--- config.mk ---
export PLATFORM = sky130hd
export DESIGN_NAME = hawk_pgsys_top
export DESIGN_NICKNAME = d
export VERILOG_FILES = /design/src/hawk_pkg.sv /design/src/hawk_pgsys_top.sv /design/src/hawk_decomp_mngr.sv /design/src/hawk_pgrd_mngr.sv /design/src/hawk_rd_arbiter.sv
export SDC_FILE = /design/constraint.sdc
export NUM_CORES = 1
export LEC_CHECK = 0
export ABC_AREA = 0
export ABC_CLOCK_PERIOD_IN_PS = 2730
export BUFFER_PORTS_ARGS = -buffer_cell sky130_fd_sc_hd__buf_2
export CAP_MARGIN = 20
export CORE_MARGIN = 2
export CORE_UTILIZATION = 48
export CTS_CLUSTER_DIAMETER = 120
export DETAILED_ROUTE_END_ITERATION = 10
export PLACE_DENSITY = 0.76
export SLEW_MARGIN = 20
export SYNTH_ARGS = -nofsm -noshare
export SYNTH_HDL_FRONTEND = slang
export SYNTH_SLANG_ARGS = --single-unit
--- constraint.sdc ---
create_clock -name clk_i -period 2.73 [get_ports clk_i]
set_clock_uncertainty 0.05 [all_clocks]
set_input_delay 0.1365 -clock clk_i [delete_from_list [all_inputs] [get_ports clk_i]]
set_output_delay 0.1365 -clock clk_i [all_outputs]
set_load 0.01 [all_outputs]
--- src/hawk_pkg.sv ---
// hawk page system package
// memory layout, entry field positions, reply codes and the shared vector types
package hawk_pkg;

  typedef logic [31:0] word_t;     // memory data word
  typedef logic [15:0] mem_addr_t; // word address
  typedef logic [11:0] ppn_t;      // physical page number
  typedef logic [7:0]  att_idx_t;  // translation table entry index
  typedef logic [7:0]  fl_idx_t;   // free list entry index

  // status field of a table entry
  typedef enum logic [1:0] {
    STS_DEALLOC = 2'd0,
    STS_UNCOMP  = 2'd1,
    STS_COMP    = 2'd2
  } att_sts_t;

  // status returned with a lookup reply
  typedef enum logic [1:0] {
    RESP_OK     = 2'd0,
    RESP_NOFREE = 2'd1,
    RESP_BUSERR = 2'd2
  } resp_sts_t;

  // memory map
  localparam mem_addr_t ATT_BASE = 16'h0000; // entry i at ATT_BASE + i
  localparam mem_addr_t FL_BASE  = 16'h0100; // entry j at FL_BASE + j

  // page geometry, frame base is ppn * PAGE_WORDS
  localparam int PAGE_WORDS = 16;
  localparam int PAGE_OFS_W = $clog2(PAGE_WORDS);

  localparam fl_idx_t FL_NULL      = 8'd0; // empty list marker
  localparam fl_idx_t FL_HEAD_INIT = 8'd1; // head after reset

  // table entry fields
  localparam int ATT_STS_LSB = 30; // status in 31:30
  localparam int ATT_PTR_LSB = 0;  // ppn or compressed page address in 15:0

  // free list entry fields
  localparam int FL_PPN_LSB  = 16; // frame ppn in 27:16
  localparam int FL_NEXT_LSB = 0;  // next index in 7:0

  // compressed word fields
  localparam int CW_CNT_LSB = 24; // run length minus one
  localparam int CW_CNT_W   = 8;
  localparam int CW_VAL_LSB = 0;  // run value, zero extended on output
  localparam int CW_VAL_W   = 24;

endpackage
--- src/hawk_pgsys_top.sv ---
`timescale 1ns/1ps
// hawk page system top
// page read manager and decompressor sharing one memory read port
module hawk_pgsys_top (
  input  logic                clk_i,
  input  logic                rst_ni,
  input  logic                lkup_valid,
  input  hawk_pkg::att_idx_t  lkup_idx,
  output logic                ready,
  output logic                resp_valid,
  output hawk_pkg::resp_sts_t resp_sts,
  output hawk_pkg::ppn_t      resp_ppn,
  output logic                tbl_upd,
  output hawk_pkg::att_idx_t  upd_idx,
  output hawk_pkg::ppn_t      upd_ppn,
  output logic                wr_en,
  output hawk_pkg::mem_addr_t wr_addr,
  output hawk_pkg::word_t     wr_data,
  output logic                mem_rd,
  output hawk_pkg::mem_addr_t mem_addr,
  input  logic                mem_rvalid,
  input  hawk_pkg::word_t     mem_rdata,
  input  logic                mem_rerr,
  output logic                bus_err
);

  logic                pg_req;
  hawk_pkg::mem_addr_t pg_addr;
  logic                pg_rvalid;
  logic                dc_req;
  hawk_pkg::mem_addr_t dc_addr;
  logic                dc_rvalid;
  logic                decomp_start;
  logic                decomp_done;
  hawk_pkg::mem_addr_t cpage_addr; // where the compressed page sits
  hawk_pkg::ppn_t      frame_ppn;  // frame to expand into

  hawk_pgrd_mngr u_pgrd_mngr (
    .clk_i        (clk_i),
    .rst_ni       (rst_ni),
    .lkup_valid   (lkup_valid),
    .lkup_idx     (lkup_idx),
    .pg_req       (pg_req),
    .pg_addr      (pg_addr),
    .pg_rvalid    (pg_rvalid),
    .rdata        (mem_rdata),
    .rerr         (mem_rerr),
    .ready        (ready),
    .resp_valid   (resp_valid),
    .resp_sts     (resp_sts),
    .resp_ppn     (resp_ppn),
    .tbl_upd      (tbl_upd),
    .upd_idx      (upd_idx),
    .upd_ppn      (upd_ppn),
    .decomp_start (decomp_start),
    .cpage_addr   (cpage_addr),
    .frame_ppn    (frame_ppn),
    .decomp_done  (decomp_done),
    .bus_err      (bus_err)
  );

  hawk_decomp_mngr u_decomp_mngr (
    .clk_i        (clk_i),
    .rst_ni       (rst_ni),
    .decomp_start (decomp_start),
    .cpage_addr   (cpage_addr),
    .frame_ppn    (frame_ppn),
    .dc_req       (dc_req),
    .dc_addr      (dc_addr),
    .dc_rvalid    (dc_rvalid),
    .rdata        (mem_rdata), // read data shared with the page read manager
    .wr_en        (wr_en),
    .wr_addr      (wr_addr),
    .wr_data      (wr_data),
    .decomp_done  (decomp_done)
  );

  hawk_rd_arbiter u_rd_arbiter (
    .clk_i      (clk_i),
    .rst_ni     (rst_ni),
    .pg_req     (pg_req),
    .pg_addr    (pg_addr),
    .pg_rvalid  (pg_rvalid),
    .dc_req     (dc_req),
    .dc_addr    (dc_addr),
    .dc_rvalid  (dc_rvalid),
    .mem_rd     (mem_rd),
    .mem_addr   (mem_addr),
    .mem_rvalid (mem_rvalid)
  );

endmodule

--- src/hawk_decomp_mngr.sv ---
`timescale 1ns/1ps
// hawk decompression manager
// fetches run-length words and writes each run into consecutive frame words
module hawk_decomp_mngr (
  input  logic                clk_i,
  input  logic                rst_ni,
  input  logic                decomp_start,
  input  hawk_pkg::mem_addr_t cpage_addr,
  input  hawk_pkg::ppn_t      frame_ppn,
  output logic                dc_req,
  output hawk_pkg::mem_addr_t dc_addr,
  input  logic                dc_rvalid,
  input  hawk_pkg::word_t     rdata,
  output logic                wr_en,
  output hawk_pkg::mem_addr_t wr_addr,
  output hawk_pkg::word_t     wr_data,
  output logic                decomp_done
);

  typedef enum logic [1:0] {DC_IDLE, DC_FETCH, DC_EXPAND, DC_DONE} state_t;

  state_t                          state_q, state_d;
  hawk_pkg::mem_addr_t             rd_ptr_q; // next compressed word
  hawk_pkg::ppn_t                  frame_q;  // target frame
  logic [hawk_pkg::CW_CNT_W-1:0]   run_q;    // words left in the run, minus one
  logic [hawk_pkg::CW_VAL_W-1:0]   val_q;    // run value
  logic [hawk_pkg::PAGE_OFS_W-1:0] ofs_q;    // output word within the frame
  logic                            last_word;

  assign last_word = &ofs_q; // page size is a power of two

  always_comb begin
    state_d = state_q;
    case (state_q)
      DC_IDLE:  if (decomp_start) state_d = DC_FETCH;
      DC_FETCH: if (dc_rvalid) state_d = DC_EXPAND;
      DC_EXPAND: begin
        if (last_word) state_d = DC_DONE;       // frame full, rest of run dropped
        else if (run_q == '0) state_d = DC_FETCH;
      end
      DC_DONE:  state_d = DC_IDLE;
      default:  state_d = DC_IDLE;
    endcase
  end

  always_ff @(posedge clk_i or negedge rst_ni) begin
    if (!rst_ni) begin
      state_q <= DC_IDLE;
      ofs_q   <= '0;
    end else begin
      state_q <= state_d;
      if (state_q == DC_IDLE && decomp_start) ofs_q <= '0;
      else if (state_q == DC_EXPAND) ofs_q <= ofs_q + 1'b1; // one write per cycle
    end
  end

  always_ff @(posedge clk_i) begin
    if (state_q == DC_IDLE && decomp_start) begin
      rd_ptr_q <= cpage_addr;
      frame_q  <= frame_ppn;
    end else if (state_q == DC_FETCH && dc_rvalid) begin
      rd_ptr_q <= rd_ptr_q + 1'b1;
      run_q    <= rdata[hawk_pkg::CW_CNT_LSB +: hawk_pkg::CW_CNT_W];
      val_q    <= rdata[hawk_pkg::CW_VAL_LSB +: hawk_pkg::CW_VAL_W];
    end else if (state_q == DC_EXPAND) begin
      run_q <= run_q - 1'b1;
    end
  end

  assign dc_req      = (state_q == DC_FETCH); // drops the cycle after dc_rvalid
  assign dc_addr     = rd_ptr_q;
  assign wr_en       = (state_q == DC_EXPAND);
  assign wr_addr     = {frame_q, ofs_q};       // frame base plus offset
  assign wr_data     = hawk_pkg::word_t'(val_q);
  assign decomp_done = (state_q == DC_DONE);   // one cycle after the last write

  // the page read manager waits for done before it can start another page
  a_start_when_idle: assert property (@(posedge clk_i) disable iff (!rst_ni)
    decomp_start |-> (state_q == DC_IDLE));

endmodule

--- src/hawk_pgrd_mngr.sv ---
`timescale 1ns/1ps
// hawk page read manager
// looks up a table entry, pops free frames and hands compressed pages to the decompressor
module hawk_pgrd_mngr (
  input  logic                clk_i,
  input  logic                rst_ni,
  input  logic                lkup_valid,
  input  hawk_pkg::att_idx_t  lkup_idx,
  output logic                pg_req,
  output hawk_pkg::mem_addr_t pg_addr,
  input  logic                pg_rvalid,
  input  hawk_pkg::word_t     rdata,
  input  logic                rerr,
  output logic                ready,
  output logic                resp_valid,
  output hawk_pkg::resp_sts_t resp_sts,
  output hawk_pkg::ppn_t      resp_ppn,
  output logic                tbl_upd,
  output hawk_pkg::att_idx_t  upd_idx,
  output hawk_pkg::ppn_t      upd_ppn,
  output logic                decomp_start,
  output hawk_pkg::mem_addr_t cpage_addr,
  output hawk_pkg::ppn_t      frame_ppn,
  input  logic                decomp_done,
  output logic                bus_err
);

  typedef enum logic [2:0] {
    IDLE,
    READ_ATT,
    CHECK_ATT,
    POP_FREE,
    WAIT_DECOMP,
    REPLY,
    BUS_ERROR
  } state_t;

  state_t              state_q, state_d;
  hawk_pkg::att_idx_t  idx_q;            // entry under lookup
  hawk_pkg::word_t     att_q;            // table entry as read
  hawk_pkg::fl_idx_t   head_q, head_d;   // free list head
  hawk_pkg::ppn_t      ppn_q, ppn_d;     // page for the reply, popped frame when allocating
  hawk_pkg::resp_sts_t sts_q, sts_d;
  logic                upd_q, upd_d;     // reply carries a table update
  logic                start_q, start_d;
  hawk_pkg::att_sts_t  att_sts;

  assign att_sts = hawk_pkg::att_sts_t'(
    att_q[hawk_pkg::ATT_STS_LSB +: $bits(hawk_pkg::att_sts_t)]);

  always_comb begin
    state_d = state_q;
    head_d  = head_q;
    ppn_d   = ppn_q;
    sts_d   = sts_q;
    upd_d   = upd_q;
    start_d = 1'b0;
    case (state_q)
      IDLE: begin
        if (lkup_valid) state_d = READ_ATT;
      end
      READ_ATT: begin
        if (pg_rvalid) begin
          if (rerr) begin
            sts_d   = hawk_pkg::RESP_BUSERR;
            upd_d   = 1'b0;
            state_d = REPLY;
          end else begin
            state_d = CHECK_ATT;
          end
        end
      end
      CHECK_ATT: begin
        if (att_sts == hawk_pkg::STS_UNCOMP) begin // hit, answer with stored ppn
          sts_d   = hawk_pkg::RESP_OK;
          ppn_d   = att_q[hawk_pkg::ATT_PTR_LSB +: $bits(hawk_pkg::ppn_t)];
          upd_d   = 1'b0;
          state_d = REPLY;
        end else if (head_q == hawk_pkg::FL_NULL) begin
          sts_d   = hawk_pkg::RESP_NOFREE; // head left as is
          upd_d   = 1'b0;
          state_d = REPLY;
        end else begin
          state_d = POP_FREE; // dealloc or compressed both need a frame
        end
      end
      POP_FREE: begin
        if (pg_rvalid) begin
          if (rerr) begin
            sts_d   = hawk_pkg::RESP_BUSERR;
            upd_d   = 1'b0;
            state_d = REPLY;
          end else begin
            head_d = rdata[hawk_pkg::FL_NEXT_LSB +: $bits(hawk_pkg::fl_idx_t)];
            ppn_d  = rdata[hawk_pkg::FL_PPN_LSB +: $bits(hawk_pkg::ppn_t)];
            sts_d  = hawk_pkg::RESP_OK;
            upd_d  = 1'b1;
            if (att_sts == hawk_pkg::STS_COMP) begin
              start_d = 1'b1; // expand into the popped frame first
              state_d = WAIT_DECOMP;
            end else begin
              state_d = REPLY;
            end
          end
        end
      end
      WAIT_DECOMP: begin
        // rerr only rises with a response, here the decompressor's fetch
        if (rerr) begin
          sts_d   = hawk_pkg::RESP_BUSERR;
          upd_d   = 1'b0;
          state_d = REPLY;
        end else if (decomp_done) begin
          state_d = REPLY;
        end
      end
      REPLY: begin
        state_d = (sts_q == hawk_pkg::RESP_BUSERR) ? BUS_ERROR : IDLE;
      end
      BUS_ERROR: state_d = BUS_ERROR; // locked until reset
      default:   state_d = IDLE;
    endcase
  end

  always_ff @(posedge clk_i or negedge rst_ni) begin
    if (!rst_ni) begin
      state_q <= IDLE;
      head_q  <= hawk_pkg::FL_HEAD_INIT;
      sts_q   <= hawk_pkg::RESP_OK;
      upd_q   <= 1'b0;
      start_q <= 1'b0;
    end else begin
      state_q <= state_d;
      head_q  <= head_d;
      sts_q   <= sts_d;
      upd_q   <= upd_d;
      start_q <= start_d;
    end
  end

  always_ff @(posedge clk_i) begin
    if (state_q == IDLE && lkup_valid) idx_q <= lkup_idx;
    if (state_q == READ_ATT && pg_rvalid) att_q <= rdata;
    ppn_q <= ppn_d;
  end

  assign ready   = (state_q == IDLE);
  assign bus_err = (state_q == BUS_ERROR);
  assign pg_req  = (state_q == READ_ATT) || (state_q == POP_FREE); // held until response
  assign pg_addr = (state_q == POP_FREE) ?
                   hawk_pkg::FL_BASE + hawk_pkg::mem_addr_t'(head_q) :
                   hawk_pkg::ATT_BASE + hawk_pkg::mem_addr_t'(idx_q);

  assign resp_valid   = (state_q == REPLY);
  assign resp_sts     = sts_q;
  assign resp_ppn     = ppn_q;
  assign tbl_upd      = (state_q == REPLY) && upd_q; // new status is uncompressed
  assign upd_idx      = idx_q;
  assign upd_ppn      = ppn_q;
  assign decomp_start = start_q;
  assign cpage_addr   = att_q[hawk_pkg::ATT_PTR_LSB +: $bits(hawk_pkg::mem_addr_t)];
  assign frame_ppn    = ppn_q;

  // no lookup while a request is in progress, the error lockout drops them anyway
  a_lkup_when_ready: assert property (@(posedge clk_i) disable iff (!rst_ni || bus_err)
    lkup_valid |-> ready);

  // the arbiter returns a response only for a read this FSM still waits on
  a_rvalid_expected: assert property (@(posedge clk_i) disable iff (!rst_ni)
    pg_rvalid |-> pg_req);

endmodule

--- src/hawk_rd_arbiter.sv ---
`timescale 1ns/1ps
// hawk read port arbiter
// fixed priority, page read manager first, one outstanding read at a time
module hawk_rd_arbiter (
  input  logic                clk_i,
  input  logic                rst_ni,
  input  logic                pg_req,
  input  hawk_pkg::mem_addr_t pg_addr,
  output logic                pg_rvalid,
  input  logic                dc_req,
  input  hawk_pkg::mem_addr_t dc_addr,
  output logic                dc_rvalid,
  output logic                mem_rd,
  output hawk_pkg::mem_addr_t mem_addr,
  input  logic                mem_rvalid
);

  typedef enum logic [1:0] {OWN_NONE, OWN_PG, OWN_DC} owner_t;

  owner_t owner_q; // who the read in flight belongs to

  always_ff @(posedge clk_i or negedge rst_ni) begin
    if (!rst_ni) begin
      owner_q <= OWN_NONE;
      mem_rd  <= 1'b0;
    end else begin
      mem_rd <= 1'b0; // single pulse per grant
      if (owner_q == OWN_NONE) begin
        if (pg_req) begin
          owner_q <= OWN_PG;
          mem_rd  <= 1'b1;
        end else if (dc_req) begin
          owner_q <= OWN_DC;
          mem_rd  <= 1'b1;
        end
      end else if (mem_rvalid) begin
        owner_q <= OWN_NONE; // grant released with the response
      end
    end
  end

  // address latched only when a grant can be made
  always_ff @(posedge clk_i) begin
    if (owner_q == OWN_NONE) begin
      mem_addr <= pg_req ? pg_addr : dc_addr;
    end
  end

  assign pg_rvalid = mem_rvalid && (owner_q == OWN_PG); // response to owner only
  assign dc_rvalid = mem_rvalid && (owner_q == OWN_DC);

  // memory must not answer a read that was never issued
  a_no_stray_rvalid: assert property (@(posedge clk_i) disable iff (!rst_ni)
    mem_rvalid |-> (owner_q != OWN_NONE));

endmodule

Word level (Yosys, flattened, before mapping). Index checks and enable logic that the tools add are counted.

Reduce and logical (&&, ||, !) cells: 28. Add/sub/neg operators: 4. Bitwise gates (word level): 2. Mux-type cells: 54. Eq/ne operators: 25.

Operator list (number): 16-bit 2-to-1 mux (4); 12-bit 2-to-1 mux (3); 3-bit 2-to-1 mux (10); 2-bit 2-to-1 mux (14); 12-bit case mux with 2 select lines (1); 3-bit case mux with 7 select lines (1); 16-bit by 1-bit adder with 16-bit output, second input constant (1); 8-bit logical NOT (2); 8-bit 2-to-1 mux (2); 2-bit case mux with 4 select lines (2); 4-bit AND reduction (4); 1-bit 2-to-1 mux (14); 9-bit by 8-bit adder with 10-bit output, first input constant (1); 2-bit == test, second input constant (5); 2-bit nonzero test (5); 3-bit == test, second input constant (3); 4-bit 2-to-1 mux (2); 2-bit by 1-bit inequality test with 1-bit output, second input constant (4); 8-bit by 1-bit subtractor with 8-bit output, second input constant (1); 1-bit logical AND (7); 2-bit by 1-bit == test with 1-bit output, second input constant (3); 3-bit by 2-bit == test with 1-bit output, second input constant (2); 2-bit inequality test, second input constant (3); 3-bit by 1-bit inequality test with 1-bit output, second input constant (2); 12 further kinds (17).

Logic and storage cells: 130. Input bits: 45. Bits in registers: 152.

Longest topological paths before layout. Gate-level depths: netlist of run 1.

Word-level depth: 5. Mapped depth: 7. Gate-level depth less buffers: 6.

Hierarchy. Synthesis of run 1 repeated with hierarchy kept, for this count alone.

Cell total of the unflattened synthesis: 471. Area, all modules: 6318.6 µm².

By module, submodules not included: hawk_decomp_mngr (sequential area each 1951.9 µm², cells each 225, area each 2875.3 µm², times used 1); hawk_pgrd_mngr (sequential area each 1517.7 µm², cells each 200, area each 2631.3 µm², times used 1); hawk_rd_arbiter (sequential area each 555.5 µm², cells each 46, area each 812.0 µm², times used 1).

Least setup slack after synthesis of run 1. OpenSTA, ideal clock, no wires.

Path kind: reg-to-reg. Start point: reg u_pgrd_mngr.state_q[2]. End point: reg u_pgrd_mngr.att_q[0], enable pin. Required time: 2.264 ns. Path slack: 0.050 ns. Buffers on the path: 2. Period minus slack after synthesis: 2.680 ns. Arrival time: 2.215 ns. Cell stages (with the launch flop): 5. Cell sequence: dfrtp_1 -> nand2b_1 -> clkbuf_1 -> clkbuf_1 -> nor3_1.

Cells in the longest elaborated chain, start to end: 2.

Ends and longest elaborated chain: start, declared (line hawk_pgrd_mngr.sv:38) `state_t state_q, state_d;`; start signal, assigned (line hawk_pgrd_mngr.sv:133) `state_q <= state_d;`; 3-bit by 1-bit == test with 1-bit output (line hawk_pgrd_mngr.sv:143) `if (state_q == READ_ATT && pg_rvalid) att_q <= rdata;`; 1-bit logical AND (line hawk_pgrd_mngr.sv:143); end signal, assigned (line hawk_pgrd_mngr.sv:143); end, declared (line hawk_pgrd_mngr.sv:40) `hawk_pkg::word_t att_q;`.

No other way between the ends. A chain may end at the register's enable or synchronous reset.

Worst setup path after layout of run 1.
Start point: reg u_rd_arbiter.owner_q[0]. End point: reg u_decomp_mngr.val_q[21] (netlist name), enable pin.

Cells in the longest elaborated chain, start to end: 4.

Ends and longest elaborated chain: start, declared (line hawk_rd_arbiter.sv:20) `owner_t owner_q;`; start signal, assigned (line hawk_rd_arbiter.sv:24) `owner_q <= OWN_NONE;`; start signal, assigned (line hawk_rd_arbiter.sv:30) `owner_q <= OWN_PG;`; start signal, assigned (line hawk_rd_arbiter.sv:33) `owner_q <= OWN_DC;`; 2-bit == test (line hawk_rd_arbiter.sv:50) `assign dc_rvalid = mem_rvalid && (owner_q == OWN_DC);`; 1-bit logical AND (line hawk_rd_arbiter.sv:50); 1-bit logical AND (line hawk_decomp_mngr.sv:61) `end else if (state_q == DC_FETCH && dc_rvalid) begin`; 2-bit AND reduction (no line); end signal, assigned (line hawk_decomp_mngr.sv:64) `val_q <= rdata[hawk_pkg::CW_VAL_LSB +: hawk_pkg::CW_VAL_W];`; end, declared (line hawk_decomp_mngr.sv:26) `logic [hawk_pkg::CW_VAL_W-1:0] val_q;`.

No other way between the ends.

==> results summary, run 1 <==
Walking the worst path, the cells encountered are and3b_1, nand3b_1, inv_1, buf_4. In the synthesized netlist the dominant register cell turns out to be sky130_fd_sc_hd__edfxtp_1. The routed layout has 4062 vias. STA classifies the critical path endpoint as a flop.

The fraction of layout instances using a drive strength above 1 came out at 0.340. The share of the yosys chip area belonging to registers came out at 0.689. The final routed DRC violation total came out at 0. The maximum buffer depth of the clock tree is 2. The I/O pin count is 149. CTS placed an instance of sky130_fd_sc_hd__clkbuf_16 at the clock tree root. The initial antenna violation count was 0. The required time of the worst setup path is 2790 ps. By area the synthesized netlist is led by sky130_fd_sc_hd__edfxtp_1 (59%), sky130_fd_sc_hd__dfrtp_1 (9.9%), sky130_fd_sc_hd__mux2_2 (3.9%), sky130_fd_sc_hd__nand2_1 (3.1%), sky130_fd_sc_hd__o21ai_0 (2.9%).

The full die area came out at 13100 um^2. The antenna diode count came out at 0. After detailed routing, no signal wire sits above met4.

The maximum level of the CTS H-tree is 4. The worst pin sits at a relative slew slack of 0.538. The static leakage is 3.06 nW. The final-report hold violation count is 0. The signed area change from the synthesized netlist to the final layout is 30.6%.

The number of gates resized after CTS was 0. The cell count after synthesis is 428. Yosys printed 0 warnings.

After synthesis the cells add up to 5840 um^2. The number of buffers created by CTS came out at 17. Ranked by instance count, the synthesized netlist is headed by sky130_fd_sc_hd__edfxtp_1 (114), sky130_fd_sc_hd__nand2_1 (49), sky130_fd_sc_hd__o21ai_0 (34), sky130_fd_sc_hd__dfrtp_1 (23), sky130_fd_sc_hd__nor2_1 (22). The count of pins over their slew limit came out at 0. The clock period could shrink to 2050 ps.

Synthesis instantiated 46 different standard cells from the library. In the post-synthesis netlist, the cell with the most instances is sky130_fd_sc_hd__edfxtp_1. The fraction of registers with async set or reset after synthesis came out at 0.174. The effective utilization at floorplan is 0.488.

STA classifies the critical path startpoint as a flop. The total iterations of the first detailed-routing run is 4. Of the total power, registers draw 0.439. The internal reg-to-reg setup slack came out at 680 ps. Counting instances, the worst hold path has a depth of 2. After detailed routing, the number of vias per cell comes to 5.29. The average wire length per cell after detail routing is 17.3 um. The global-route usage over all layers came out at 0.210. The area fraction of the dominant cell type after synthesis came out at 0.586. The flow ran to the end, and the final reports show no timing, DRC or antenna violations. The slowest stage of the critical path belongs to the cell sky130_fd_sc_hd__inv_1. Static timing analysis puts the maximum clock frequency at 489 MHz. Of the total power, combinational logic draws 0.222. The sum of negative setup slack is 0 ps. The worst path arrival time came out at 2100 ps.

The wire length of the first global-routing pass is 20400 um. The biggest area contributor in the post-synthesis netlist is sky130_fd_sc_hd__edfxtp_1. The wire length reported by the detailed router is 13300 um. The biggest cell delay along the critical path is 470 ps. The path class of the tightest hold or removal check is in2reg. The pin slew with the least headroom to its limit is 692 ps. The cell area power density came out at 911 nW/um^2.

The length of routed met3 wiring is 820 um. Buffers placed on the I/O ports in this run total 140. The fraction of power spent switching nets came out at 0.285. The final clock period utilization by the worst path is 0.749. The net switching power is 1.98 mW. The hold slack came out at 19.2 ps. The number of storage elements in the synthesis netlist is 138.

The count of nets left with antenna violations once routing finished came out at 0. The mean area per synthesized cell came out at 13.6 um^2. The first routing iteration left 261 violations.

The sink count of the clock tree is 138. The number of global-route vias before repair came out at 4075. The detailed-placement wirelength estimate is 9290 um. The total area inside the core boundary comes to 12000 um^2. The share of total power dissipated in the clock network is 0.339. The post-layout utilization of the core came out at 0.638. Setup repair after global routing left no endpoint under its margin.

The clock-pin slew of the registers on the worst-case setup and hold paths is 60 ps. In the final design database the tool counted 657 nets. The final weighted congestion of routability-driven global placement is 0.858. The synthesized design contains 114 enable-type register cells. Along the worst path, the maximum fanout reaches 15.

The critical path in this run is classified as reg2reg. The worst vdd rail ir drop came out at 0.000464 V. The overall overflow remaining after global route is 0. The cell-internal power came out at 4.97 mW. The length in cells of the worst reg-to-reg path is 4. The fill cell instance count of the final layout is 865. The met1 routed wirelength after detailed routing came out at 5340 um. Measured along the x axis, the die boundary spans 114 um. The largest net degree at the start of global routing is 25. TritonCTS built the clock tree. The number of max-cap violations came out at 0. Wire segments on met2 add up to 6760 um in the final route. The count of standard-cell rows is 40. At the later pin of the worst-skew pair, clock insertion delay measures 410 ps. The die height came out at 114 um. Setup violations remaining at the end of the flow were counted as 0.
[flip-flops by register name, indices dropped and copies added (netlist names), 8 cells and up]
name                   flops
u_pgrd_mngr.upd_idx        8
u_pgrd_mngr.att_q         18
u_decomp_mngr.dc_addr     16
u_pgrd_mngr.frame_ppn     12
u_decomp_mngr.val_q       24
u_rd_arbiter.mem_addr     16
u_decomp_mngr.run_q        8
u_decomp_mngr.frame_q     12
u_pgrd_mngr.head_q         8
[layout make-up]
cell class / count / area [um^2] / share of cell area
Clock buffer: 21 / 480 / 0.0630
Clock inverter: 11 / 143 / 0.0187
Inverter: 14 / 52.6 / 0.00689
Multi-Input combinational cell: 249 / 1590 / 0.208
Sequential cell: 138 / 4030 / 0.528
Tap cell: 147 / 184 / 0.0241
Timing Repair Buffer: 188 / 1160 / 0.152
[cell families after synthesis]
group                    synth area share
XOR/XNOR                           0.0300
AND/OR/NAND/NOR                     0.111
buffers and inverters              0.0454
flip-flops                          0.689
AO/OA/AOI/OAI                      0.0591
other                            0.000642
multiplexers                       0.0561
adder cells (fa/ha/maj)           0.00857
[power by group through the flow]
stage          Clock [mW]  Combinational [mW]  Sequential (mW)
6_report             2.36                1.54             3.05
3_5_place_dp            0                1.50             3.08
4_1_cts              2.38                1.56             3.05
3_3_place_gp            0                1.45             3.06
2_1_floorplan           0               0.927             3.11
5_1_grt              2.49                1.70             3.10
[per-layer routing]
| metal | up-vias | GRT usage |
|---|---|---|
| met2 | 169 | 0.345 |
| met5 | - | 0 |
| met1 | 1961 | 0.261 |
| met3 | 35 | 0.0603 |
| li1 | 1897 | - |
| met4 | 0 | 0.0894 |
[path summary, 6_finish.rpt]
| path | start | to |
|---|---|---|
| worst min register to register | u_pgrd_mngr.frame_ppn[7]$_DFFE_PP_ | u_decomp_mngr.frame_q[7]$_DFFE_PP_ |
| max in group asynchronous | rst_ni | u_pgrd_mngr.head_q[0]$_DFFE_PN1P_ |
| worst min-delay path | mem_rdata[24] | u_pgrd_mngr.frame_ppn[8]$_DFFE_PP_ |
| min in group asynchronous | rst_ni | u_decomp_mngr.ofs_q[1]$_DFFE_PN0P_ |
| worst max register to register | u_rd_arbiter.owner_q[0]$_DFFE_PN0P_ | u_decomp_mngr.val_q[21]$_DFFE_PP_ |
| worst max-delay path | u_rd_arbiter.owner_q[0]$_DFFE_PN0P_ | u_decomp_mngr.val_q[21]$_DFFE_PP_ |
[repair_timing]
action,4_1_cts,5_1_grt
endpoints found under the hold margin,89,0
hold buffers,39,0
buffers inserted,0,0
[per-stage QoR]
stage / setup slack, ps / power (mW) / cell area, um^2 / instances
after CTS: 684 / 6.99 / 7630 / 768
after global routing: 519 / 7.28 / 7630 / 768
after detailed placement: 701 / 4.58 / 6620 / 697
final: 684 / 6.95 / 7630 / 768
after floorplan: 49.6 / 4.04 / 5870 / 435
after global placement: 795 / 4.51 / 6620 / 697
[cells in the final DEF, fill, tap and decap left out, types with 5 or more instances in the layout]
| cell | instances |
|---|---|
| sky130_fd_sc_hd__inv_1 | 14 |
| sky130_fd_sc_hd__a21oi_1 | 7 |
| sky130_fd_sc_hd__clkinvlp_4 | 5 |
| sky130_fd_sc_hd__xnor2_1 | 16 |
| sky130_fd_sc_hd__mux2_2 | 20 |
| sky130_fd_sc_hd__edfxtp_1 | 114 |
| sky130_fd_sc_hd__nand2b_1 | 7 |
| sky130_fd_sc_hd__mux2i_1 | 8 |
| sky130_fd_sc_hd__clkbuf_16 | 17 |
| sky130_fd_sc_hd__nor2_1 | 22 |
| sky130_fd_sc_hd__nand3_1 | 9 |
| sky130_fd_sc_hd__buf_4 | 9 |
| sky130_fd_sc_hd__buf_2 | 140 |
| sky130_fd_sc_hd__nor3_1 | 9 |
| sky130_fd_sc_hd__conb_1 | 8 |
| sky130_fd_sc_hd__nand2_1 | 49 |
| sky130_fd_sc_hd__and2_1 | 8 |
| sky130_fd_sc_hd__dlygate4sd3_1 | 39 |
| sky130_fd_sc_hd__nor4_1 | 6 |
| sky130_fd_sc_hd__o21ai_0 | 34 |
| sky130_fd_sc_hd__dfrtp_1 | 23 |
| sky130_fd_sc_hd__o22ai_1 | 5 |
[worst max-delay path: cells and delay by family, from the launching register on]
family | cells | cell delay [ps]
buf+inv | 2 | 770
flops | 1 | 400
simple gates | 2 | 520
Note: power is estimated with default switching activity, not from simulation.
==> run 2: changes to the inputs <==
--- a/config.mk
+++ b/config.mk
@@ -5,15 +5,15 @@
 export SDC_FILE = /design/constraint.sdc
 export NUM_CORES = 1
 export LEC_CHECK = 0
-export ABC_AREA = 0
-export ABC_CLOCK_PERIOD_IN_PS = 2730
+export ABC_AREA = 1
+export ABC_CLOCK_PERIOD_IN_PS = 1900
 export BUFFER_PORTS_ARGS = -buffer_cell sky130_fd_sc_hd__buf_2
 export CAP_MARGIN = 20
 export CORE_MARGIN = 2
-export CORE_UTILIZATION = 48
+export CORE_UTILIZATION = 53
 export CTS_CLUSTER_DIAMETER = 120
 export DETAILED_ROUTE_END_ITERATION = 10
-export PLACE_DENSITY = 0.76
+export PLACE_DENSITY = 0.79
 export SLEW_MARGIN = 20
 export SYNTH_ARGS = -nofsm -noshare
 export SYNTH_HDL_FRONTEND = slang
==> constraint.sdc (replaced) <==
create_clock -name clk_i -period 1.9 [get_ports clk_i]
set_clock_uncertainty 0.05 [all_clocks]
set_input_delay 0.095 -clock clk_i [delete_from_list [all_inputs] [get_ports clk_i]]
set_output_delay 0.095 -clock clk_i [all_outputs]
set_load 0.01 [all_outputs]
==> run 2 against run 1 <==
Against the previous run:
- via count is 20% higher
- critical path depth is 1 higher
- power is 51% higher
- combinational power is 69% higher
- register-to-register slack worse by 590 ps
- first-iteration DRC count is 78% higher
- cell count is 18% higher
- synthesized cell count is 32% higher
- critical endpoint is now u_pgrd_mngr.att_q[2]$_DFFE_PP_
- largest power group unchanged
==> results summary, run 2 <==
The count of standard-cell rows came out at 38. The maximum buffer depth of the clock tree is 2. The final-report hold violation count came out at 0. The internal reg-to-reg setup slack came out at 100 ps. The DRC marker count from the first detailed-route iteration came out at 464.

Leaving out fill and tap cells, the most frequent cells in the layout are sky130_fd_sc_hd__nand2_1 (165), sky130_fd_sc_hd__buf_2 (140), sky130_fd_sc_hd__edfxtp_1 (114), sky130_fd_sc_hd__nor2_1 (58), sky130_fd_sc_hd__inv_1 (55). The setup-violating endpoint count in the final report came out at 0. On the final layout, the worst hold slack is 21.1 ps. Max-cap violations in this run came to 0. The worst vdd rail ir drop came out at 0.000791 V. The initial antenna violation count was 0.

The flow ran to the end, and the final reports show no timing, DRC or antenna violations. The sum of negative setup slack came out at 0 ps. Of the cells placed in the final design, the portion with a size suffix greater than 1 is 0.256. The area fraction of the dominant cell type after synthesis is 0.568. After synthesis, the mean cell area works out to 10.6 um^2. The largest net degree at the start of global routing is 31.

The final weighted congestion of routability-driven global placement came out at 0.894. The sink count of the clock tree is 138. For this run, design rule violations remaining after detail routing come to 0. Setup repair after global routing left no endpoint under its margin.

The maximum clock frequency is 555 MHz. The die covers 12200 um^2. The die width is 111 um. The mapped netlist covers 6030 um^2. The net switching power is 3.46 mW. The relative max-transition margin came out at 0.622.

The sum of internal, switching and leakage power is 10.5 mW. TritonCTS created 17 clock buffers. By area the synthesized netlist is led by sky130_fd_sc_hd__edfxtp_1 (57%), sky130_fd_sc_hd__nand2_1 (10%), sky130_fd_sc_hd__dfrtp_1 (9.5%), sky130_fd_sc_hd__nor2_1 (3.7%), sky130_fd_sc_hd__inv_1 (3.4%). The fraction of power spent switching nets came out at 0.330. The signed area change from the synthesized netlist to the final layout came out at 30.5%. The effective utilization at floorplan came out at 0.549. Counting flops per register, the top entry is u_decomp_mngr.val_q.

The number of storage elements in the synthesis netlist is 138. Once layout is complete, the utilization of the core stands at 0.716. The cell area power density came out at 1330 nW/um^2. The count of pins over their slew limit is 0. The flip-flop count of the largest register after layout came out at 24. The number of enable-type register cells in the synthesized netlist came out at 114. Of all nets on the critical path, the largest fanout is 21. CTS placed an instance of sky130_fd_sc_hd__clkbuf_16 at the clock tree root. The post-route antenna net violation count is 0. The internal power of the cells totals 7.02 mW. The clock-pin slew of the registers on the worst-case setup and hold paths is 60 ps.

Among all flip-flop cells after synthesis, the most frequent one is sky130_fd_sc_hd__edfxtp_1. The clock period could shrink to 1800 ps. The fill cell instance count of the final layout is 747.

The library cell occupying the most area in the post-synthesis netlist is sky130_fd_sc_hd__edfxtp_1. The average wire length per cell after detail routing is 16.9 um. The worst register-to-register path has a depth of 5.

Summed over all layers, the global routing overflow is 0. The global-route usage over all layers came out at 0.257. The floorplan step set the die height to 111 um.

The clock group share of total power came out at 0.320. With fillers left out, the area of the finished cells amounts to 7870 um^2. For the worst setup path, the data required time is 1970 ps. The wire length of the first global-routing pass came out at 24400 um. The total iterations of the first detailed-routing run is 5. Once placement finished, the instance area stood at 6850 um^2. For the pin with the worst max-slew slack, the measured transition is 566 ps. The kind of start point of the critical path is a flop.

In the final layout, the registers with the most flip-flops are u_decomp_mngr.val_q: 24 flops, u_pgrd_mngr.att_q: 18 flops. The most numerous cell in the Yosys netlist is sky130_fd_sc_hd__nand2_1. The number of nets in the layout came out at 805.

The critical path in this run is classified as reg2reg. In the finished design, the share of the clock period the worst path needs comes to 0.949. STA classifies the critical path endpoint as a flop. TritonCTS built the clock tree. The number of warnings printed during yosys synthesis came out at 0. The sequential group share of total power is 0.432. The static leakage is 3.55 nW.

Summing over every cut layer, the via total after detailed routing is 4866. Once detailed placement completed, the half-perimeter wirelength came to 10300 um. The number of different library cells used by synthesis comes to 38. The worst path arrival time came out at 1880 ps.

The number of global-route vias before repair is 4788. The worst hold path belongs to the class in2reg. Synthesis produced 567 cells. The port buffer count came out at 140. The core region is 11000 um^2.

Of the total power, combinational logic draws 0.248. The maximum level of the CTS H-tree is 4. Counting instances, the worst hold path has a depth of 5. In this run the count of I/O pins placed on the die edge is 149. The per-cell via count in the routed design is 5.35. The share of the yosys chip area belonging to registers came out at 0.668. At the later pin of the worst-skew pair, clock insertion delay measures 420 ps. The wire length reported by the detailed router is 15400 um. The repair_antennas step left the layout with diodes totalling 0. The most common cell after layout, fill and taps aside is sky130_fd_sc_hd__nand2_1. After synthesis, the most frequently instantiated cells are sky130_fd_sc_hd__nand2_1 (165), sky130_fd_sc_hd__edfxtp_1 (114), sky130_fd_sc_hd__nor2_1 (59), sky130_fd_sc_hd__inv_1 (55), sky130_fd_sc_hd__nand3_1 (30). The fraction of registers with async set or reset after synthesis came out at 0.174.
run 2: logic make-up (layout without fill, tap and decap cells):
group | Yosys count | after routing | synth area share
AND/OR/NAND/NOR | 273 | 273 | 0.191
buffers and inverters | 90 | 285 | 0.0727
AO/OA/AOI/OAI | 55 | 55 | 0.0513
XOR/XNOR | 6 | 6 | 0.00872
flip-flops | 138 | 138 | 0.668
adder cells (fa/ha/maj) | 4 | 4 | 0.00830
other | 1 | 8 | 0.000622
run 2: layout make-up:
| cell class | count | area (um^2) | area share |
|---|---|---|---|
| Clock inverter | 14 | 161 | 0.0205 |
| Sequential cell | 138 | 4030 | 0.512 |
| Multi-Input combinational cell | 346 | 1600 | 0.204 |
| Timing Repair Buffer | 194 | 1250 | 0.159 |
| Inverter | 59 | 224 | 0.0285 |
| Clock buffer | 18 | 429 | 0.0545 |
| Tap cell | 140 | 175 | 0.0223 |
run 2: timing repair:
action,4_1_cts,5_1_grt
endpoints found under the hold margin,98,0
setup endpoints to repair,0,15
setup buffers,0,0
resized for setup,0,2
hold buffers,42,0
run 2: worst paths after layout:
path                                                    startpoint                             endpoint
worst max-delay path            u_pgrd_mngr.state_q[2]$_DFFE_PN0P_       u_pgrd_mngr.att_q[2]$_DFFE_PP_
worst min-delay path                                    lkup_valid   u_pgrd_mngr.state_q[0]$_DFFE_PN0P_
worst max register to register  u_pgrd_mngr.state_q[2]$_DFFE_PN0P_       u_pgrd_mngr.att_q[2]$_DFFE_PP_
worst min register to register       u_pgrd_mngr.upd_q$_DFFE_PN0P_        u_pgrd_mngr.upd_q$_DFFE_PN0P_
max in group asynchronous                                   rst_ni   u_pgrd_mngr.state_q[1]$_DFFE_PN0P_
min in group asynchronous                                   rst_ni  u_pgrd_mngr.resp_sts[1]$_DFFE_PN0P_
run 2: power groups by stage:
stage	combinational [mW]	sequential (mW)	clock (mW)
2_1_floorplan	1.51	4.62	0
3_3_place_gp	2.40	4.52	0
3_5_place_dp	2.49	4.56	0
4_1_cts	2.59	4.51	3.35
5_1_grt	2.89	4.59	3.48
6_report	2.60	4.52	3.35
run 2: worst max-delay path, cell delays in order, from the launching register on:
cell                      delay (ps)
sky130_fd_sc_hd__dfrtp_1         510
sky130_fd_sc_hd__nor2_8          190
sky130_fd_sc_hd__buf_4           260
sky130_fd_sc_hd__nand2_1         140
sky130_fd_sc_hd__nor2_2          170
sky130_fd_sc_hd__buf_12          170
run 2: metal layers:
metal | wire length, um | up-vias | global-route usage
li1 | - | 2249 | -
met1 | 5810 | 2296 | 0.304
met2 | 7900 | 276 | 0.443
met3 | 1110 | 45 | 0.0593
met4 | 547 | 0 | 0.120
met5 | 0 | - | 0
run 2: per-stage QoR:
step                      worst slack, ps  cells
after floorplan                     0.242    574
after global placement                144    835
after detailed placement             63.7    835
after CTS                            15.9    909
after global routing                 35.2    909
final                                97.5    909
==> run 3: changes to the inputs <==
--- a/config.mk
+++ b/config.mk
@@ -14,6 +14,8 @@
 export CTS_CLUSTER_DIAMETER = 120
 export DETAILED_ROUTE_END_ITERATION = 10
 export PLACE_DENSITY = 0.79
+export REMOVE_ABC_BUFFERS = 1
+export SETUP_SLACK_MARGIN = 0.3
 export SLEW_MARGIN = 20
 export SYNTH_ARGS = -nofsm -noshare
 export SYNTH_HDL_FRONTEND = slang
==> run 3 against run 2 <==
Against the previous run:
- register-to-register slack improved by 120 ps
- wire length increased by 12%
- worst hold slack got worse by 12 ps
- via count increased by 7.1%
==> results summary, run 3 (synthesis gave the netlist of run 2 again) <==
After the last flow step, the layout net total stands at 834. The port buffer count came out at 140. The full die area is 12200 um^2.

The DRC marker count from the first detailed-route iteration came out at 637. The min-delay analysis places its worst path in the category in2reg. The pin slew with the least headroom to its limit is 584 ps. TritonCTS built the clock tree. The largest registers in the layout are u_decomp_mngr.val_q: 24 flops, u_pgrd_mngr.att_q: 18 flops. Of the total power, the share spent switching nets is 0.348. The cell-internal power came out at 7.21 mW. The worst setup path is captured at a flop.

The number of cells on the worst reg-to-reg path is 6. The relative max-transition margin came out at 0.611. The via count came out at 5210. The number of max-cap violations came out at 0. The area growth from synthesis to layout is 38.0%. The effective utilization at floorplan came out at 0.549. The static leakage is 3.71 nW. u_decomp_mngr.val_q holds more flip-flops than any other register. The final weighted congestion of routability-driven global placement came out at 0.885.

Setup repair after global routing could not meet its margin everywhere. The top fanout value on the critical path is 10. The global-route usage over all layers came out at 0.263. At the worst endpoint, the arrival time is 1820 ps.

The clock-pin slew of the registers on the worst-case setup and hold paths came out at 60 ps. Fill cells in the final layout number 654. Tracing the worst setup path back leads to its startpoint at u_pgrd_mngr.state_q[1]$_DFFE_PN0P_. For this run the aggregate overflow at the end of global routing stands at 0. The cell area power density is 1330 nW/um^2.

The maximum buffer depth of the clock tree came out at 2. The endpoint of the worst-slack reg-to-reg timing path is u_pgrd_mngr.frame_ppn[9]$_DFFE_PP_. Of the total power, registers draw 0.410.

The library cell used most frequently in the layout, excluding fill and tap cells, is sky130_fd_sc_hd__nand2_1. The run finished with clean final reports. The number of global-route vias before repair came out at 5035.

The net switching power came out at 3.85 mW. The initial antenna violation count is 0. The insertion delay of the later-clocked pin in the worst-skew pair came out at 420 ps.

The finished layout holds 938 standard cells, fillers aside. The wire length reported by the detailed router came out at 17200 um. The critical path is of the reg2reg type. The final-report hold violation count is 0. The die height came out at 111 um. The wire length of the first global-routing pass is 25000 um.

The worst vdd rail ir drop is 0.000696 V. The largest net degree at the start of global routing is 31. The storage element area is 4030 um^2. The antenna diode count is 0.

The detailed-placement wirelength estimate is 9810 um. The sum of internal, switching and leakage power came out at 11.1 mW. The required time of the worst setup path is 2040 ps. In the final routed layout, each cell accounts on average for 18.3 um. For flop-to-flop paths, the worst setup slack is 220 ps.

The clock period minus worst slack came out at 1680 ps. The clock root buffer is sky130_fd_sc_hd__clkbuf_16. The count of standard-cell rows is 38.

The maximum clock frequency is 594 MHz. Clock tree synthesis inserted a total of 17 buffers. The combinational fraction of design power is 0.309.

The die width is 111 um. The worst setup path is launched from a flop. The final clock period utilization by the worst path came out at 0.886. The sink count of the clock tree is 138. Leaving out fill and tap cells, the most frequent cells in the layout are sky130_fd_sc_hd__nand2_1 (160), sky130_fd_sc_hd__buf_2 (139), sky130_fd_sc_hd__edfxtp_1 (114), sky130_fd_sc_hd__inv_1 (49), sky130_fd_sc_hd__nor2_1 (47). The first TritonRoute pass finished after 5 iterations. The termination of the worst setup path is u_pgrd_mngr.frame_ppn[9]$_DFFE_PP_. The count of pins over their slew limit was 0.

The post-route antenna net violation count came out at 0. The setup-violating endpoint count in the final report came out at 0. The final routed DRC violation total is 0. The clock group share of total power is 0.281.

The fraction of layout instances using a drive strength above 1 came out at 0.326. Dividing the detail-routed via count by the number of cells gives 5.55. The core region is 11000 um^2. The I/O pin count came out at 149. The flip-flop count of the largest register after layout is 24. The multi-input logic area is 1720 um^2. The number of instances in the placed design is 835. The worst register-to-register path begins at u_pgrd_mngr.state_q[1]$_DFFE_PN0P_. The maximum level of the CTS H-tree is 4.
-- run 3: cell count changes in the layout (fill, tap and decap cells not counted), moves of 3 or more --
cell,previous run,this run
sky130_fd_sc_hd__inv_2,1,5
sky130_fd_sc_hd__nor2_1,58,47
sky130_fd_sc_hd__clkbuf_16,17,20
sky130_fd_sc_hd__clkinv_4,1,4
sky130_fd_sc_hd__nor2_2,2,9
sky130_fd_sc_hd__nor2_4,0,4
sky130_fd_sc_hd__nand2_2,2,6
sky130_fd_sc_hd__buf_8,0,3
sky130_fd_sc_hd__buf_6,0,5
sky130_fd_sc_hd__buf_4,9,26
sky130_fd_sc_hd__inv_1,55,49
sky130_fd_sc_hd__nand2_1,165,160
-- run 3: power by group through the flow --
| stage | combinational, mW | clock (mW) | sequential [mW] |
|---|---|---|---|
| final | 3.42 | 3.11 | 4.53 |
| after global routing | 3.69 | 3.26 | 4.57 |
| after CTS | 2.94 | 3.11 | 4.47 |
| after detailed placement | 2.48 | 0 | 4.55 |
| after global placement | 2.37 | 0 | 4.52 |
| after floorplan | 1.29 | 0 | 4.70 |
-- run 3: critical path, cell delays in order (launching register included) --
cell and delay [ps]:
sky130_fd_sc_hd__dfrtp_2 440, sky130_fd_sc_hd__inv_4 100, sky130_fd_sc_hd__nor3_4 270, sky130_fd_sc_hd__and2_4 230
sky130_fd_sc_hd__nor3_2 50, sky130_fd_sc_hd__buf_4 160, sky130_fd_sc_hd__buf_8 140
-- run 3: layer usage --
metal  track usage  wire (um)  up-vias
met5             0          0        -
met4         0.141        841        0
met3        0.0670       1430       87
met2         0.441       8470      341
met1         0.313       6420     2474
li1              -          -     2308
-- run 3: repair_timing --
item	4_1_cts	5_1_grt
setup buffers	15	10
hold buffers	41	0
cloned	2	3
gates resized for setup	26	35
endpoints found under the setup margin	85	128
pin swaps	5	9
endpoints found under the hold margin	99	0
-- run 3: area by class of cell --
type / count / share of cell area
Multi-Input combinational cell: 346 / 0.206
Inverter: 59 / 0.0284
Sequential cell: 138 / 0.484
Timing Repair Buffer: 223 / 0.193
Clock inverter: 15 / 0.0158
Tap cell: 140 / 0.0211
Clock buffer: 17 / 0.0511
-- run 3: stage by stage --
step                       util  setup TNS [ps]  setup slack, ps  area [um^2]  hold slack [ps]
final                     0.757               0              216         8320             8.65
after global routing      0.757               0              167         8320             22.8
after CTS                 0.734               0              259         8060             1.34
after detailed placement  0.623               0              137         6850             67.3
after global placement    0.623               0              188         6850             57.8
after floorplan               -          -11120             -597         5840             -251
-- run 3: how the worst min path moves through the flow --
stage                       start                             endpoint  cells past startpoint
finish              mem_rdata[27]     u_decomp_mngr.run_q[3]$_DFFE_PP_                      3
detailed placement         rst_ni  u_pgrd_mngr.resp_sts[1]$_DFFE_PN0P_                      1
CTS                 mem_rdata[27]     u_decomp_mngr.run_q[3]$_DFFE_PP_                      3
global placement           rst_ni  u_pgrd_mngr.resp_sts[0]$_DFFE_PN0P_                      1
global route        mem_rdata[27]     u_decomp_mngr.run_q[3]$_DFFE_PP_                      3
floorplan                  rst_ni   u_decomp_mngr.ofs_q[0]$_DFFE_PN0P_                      0
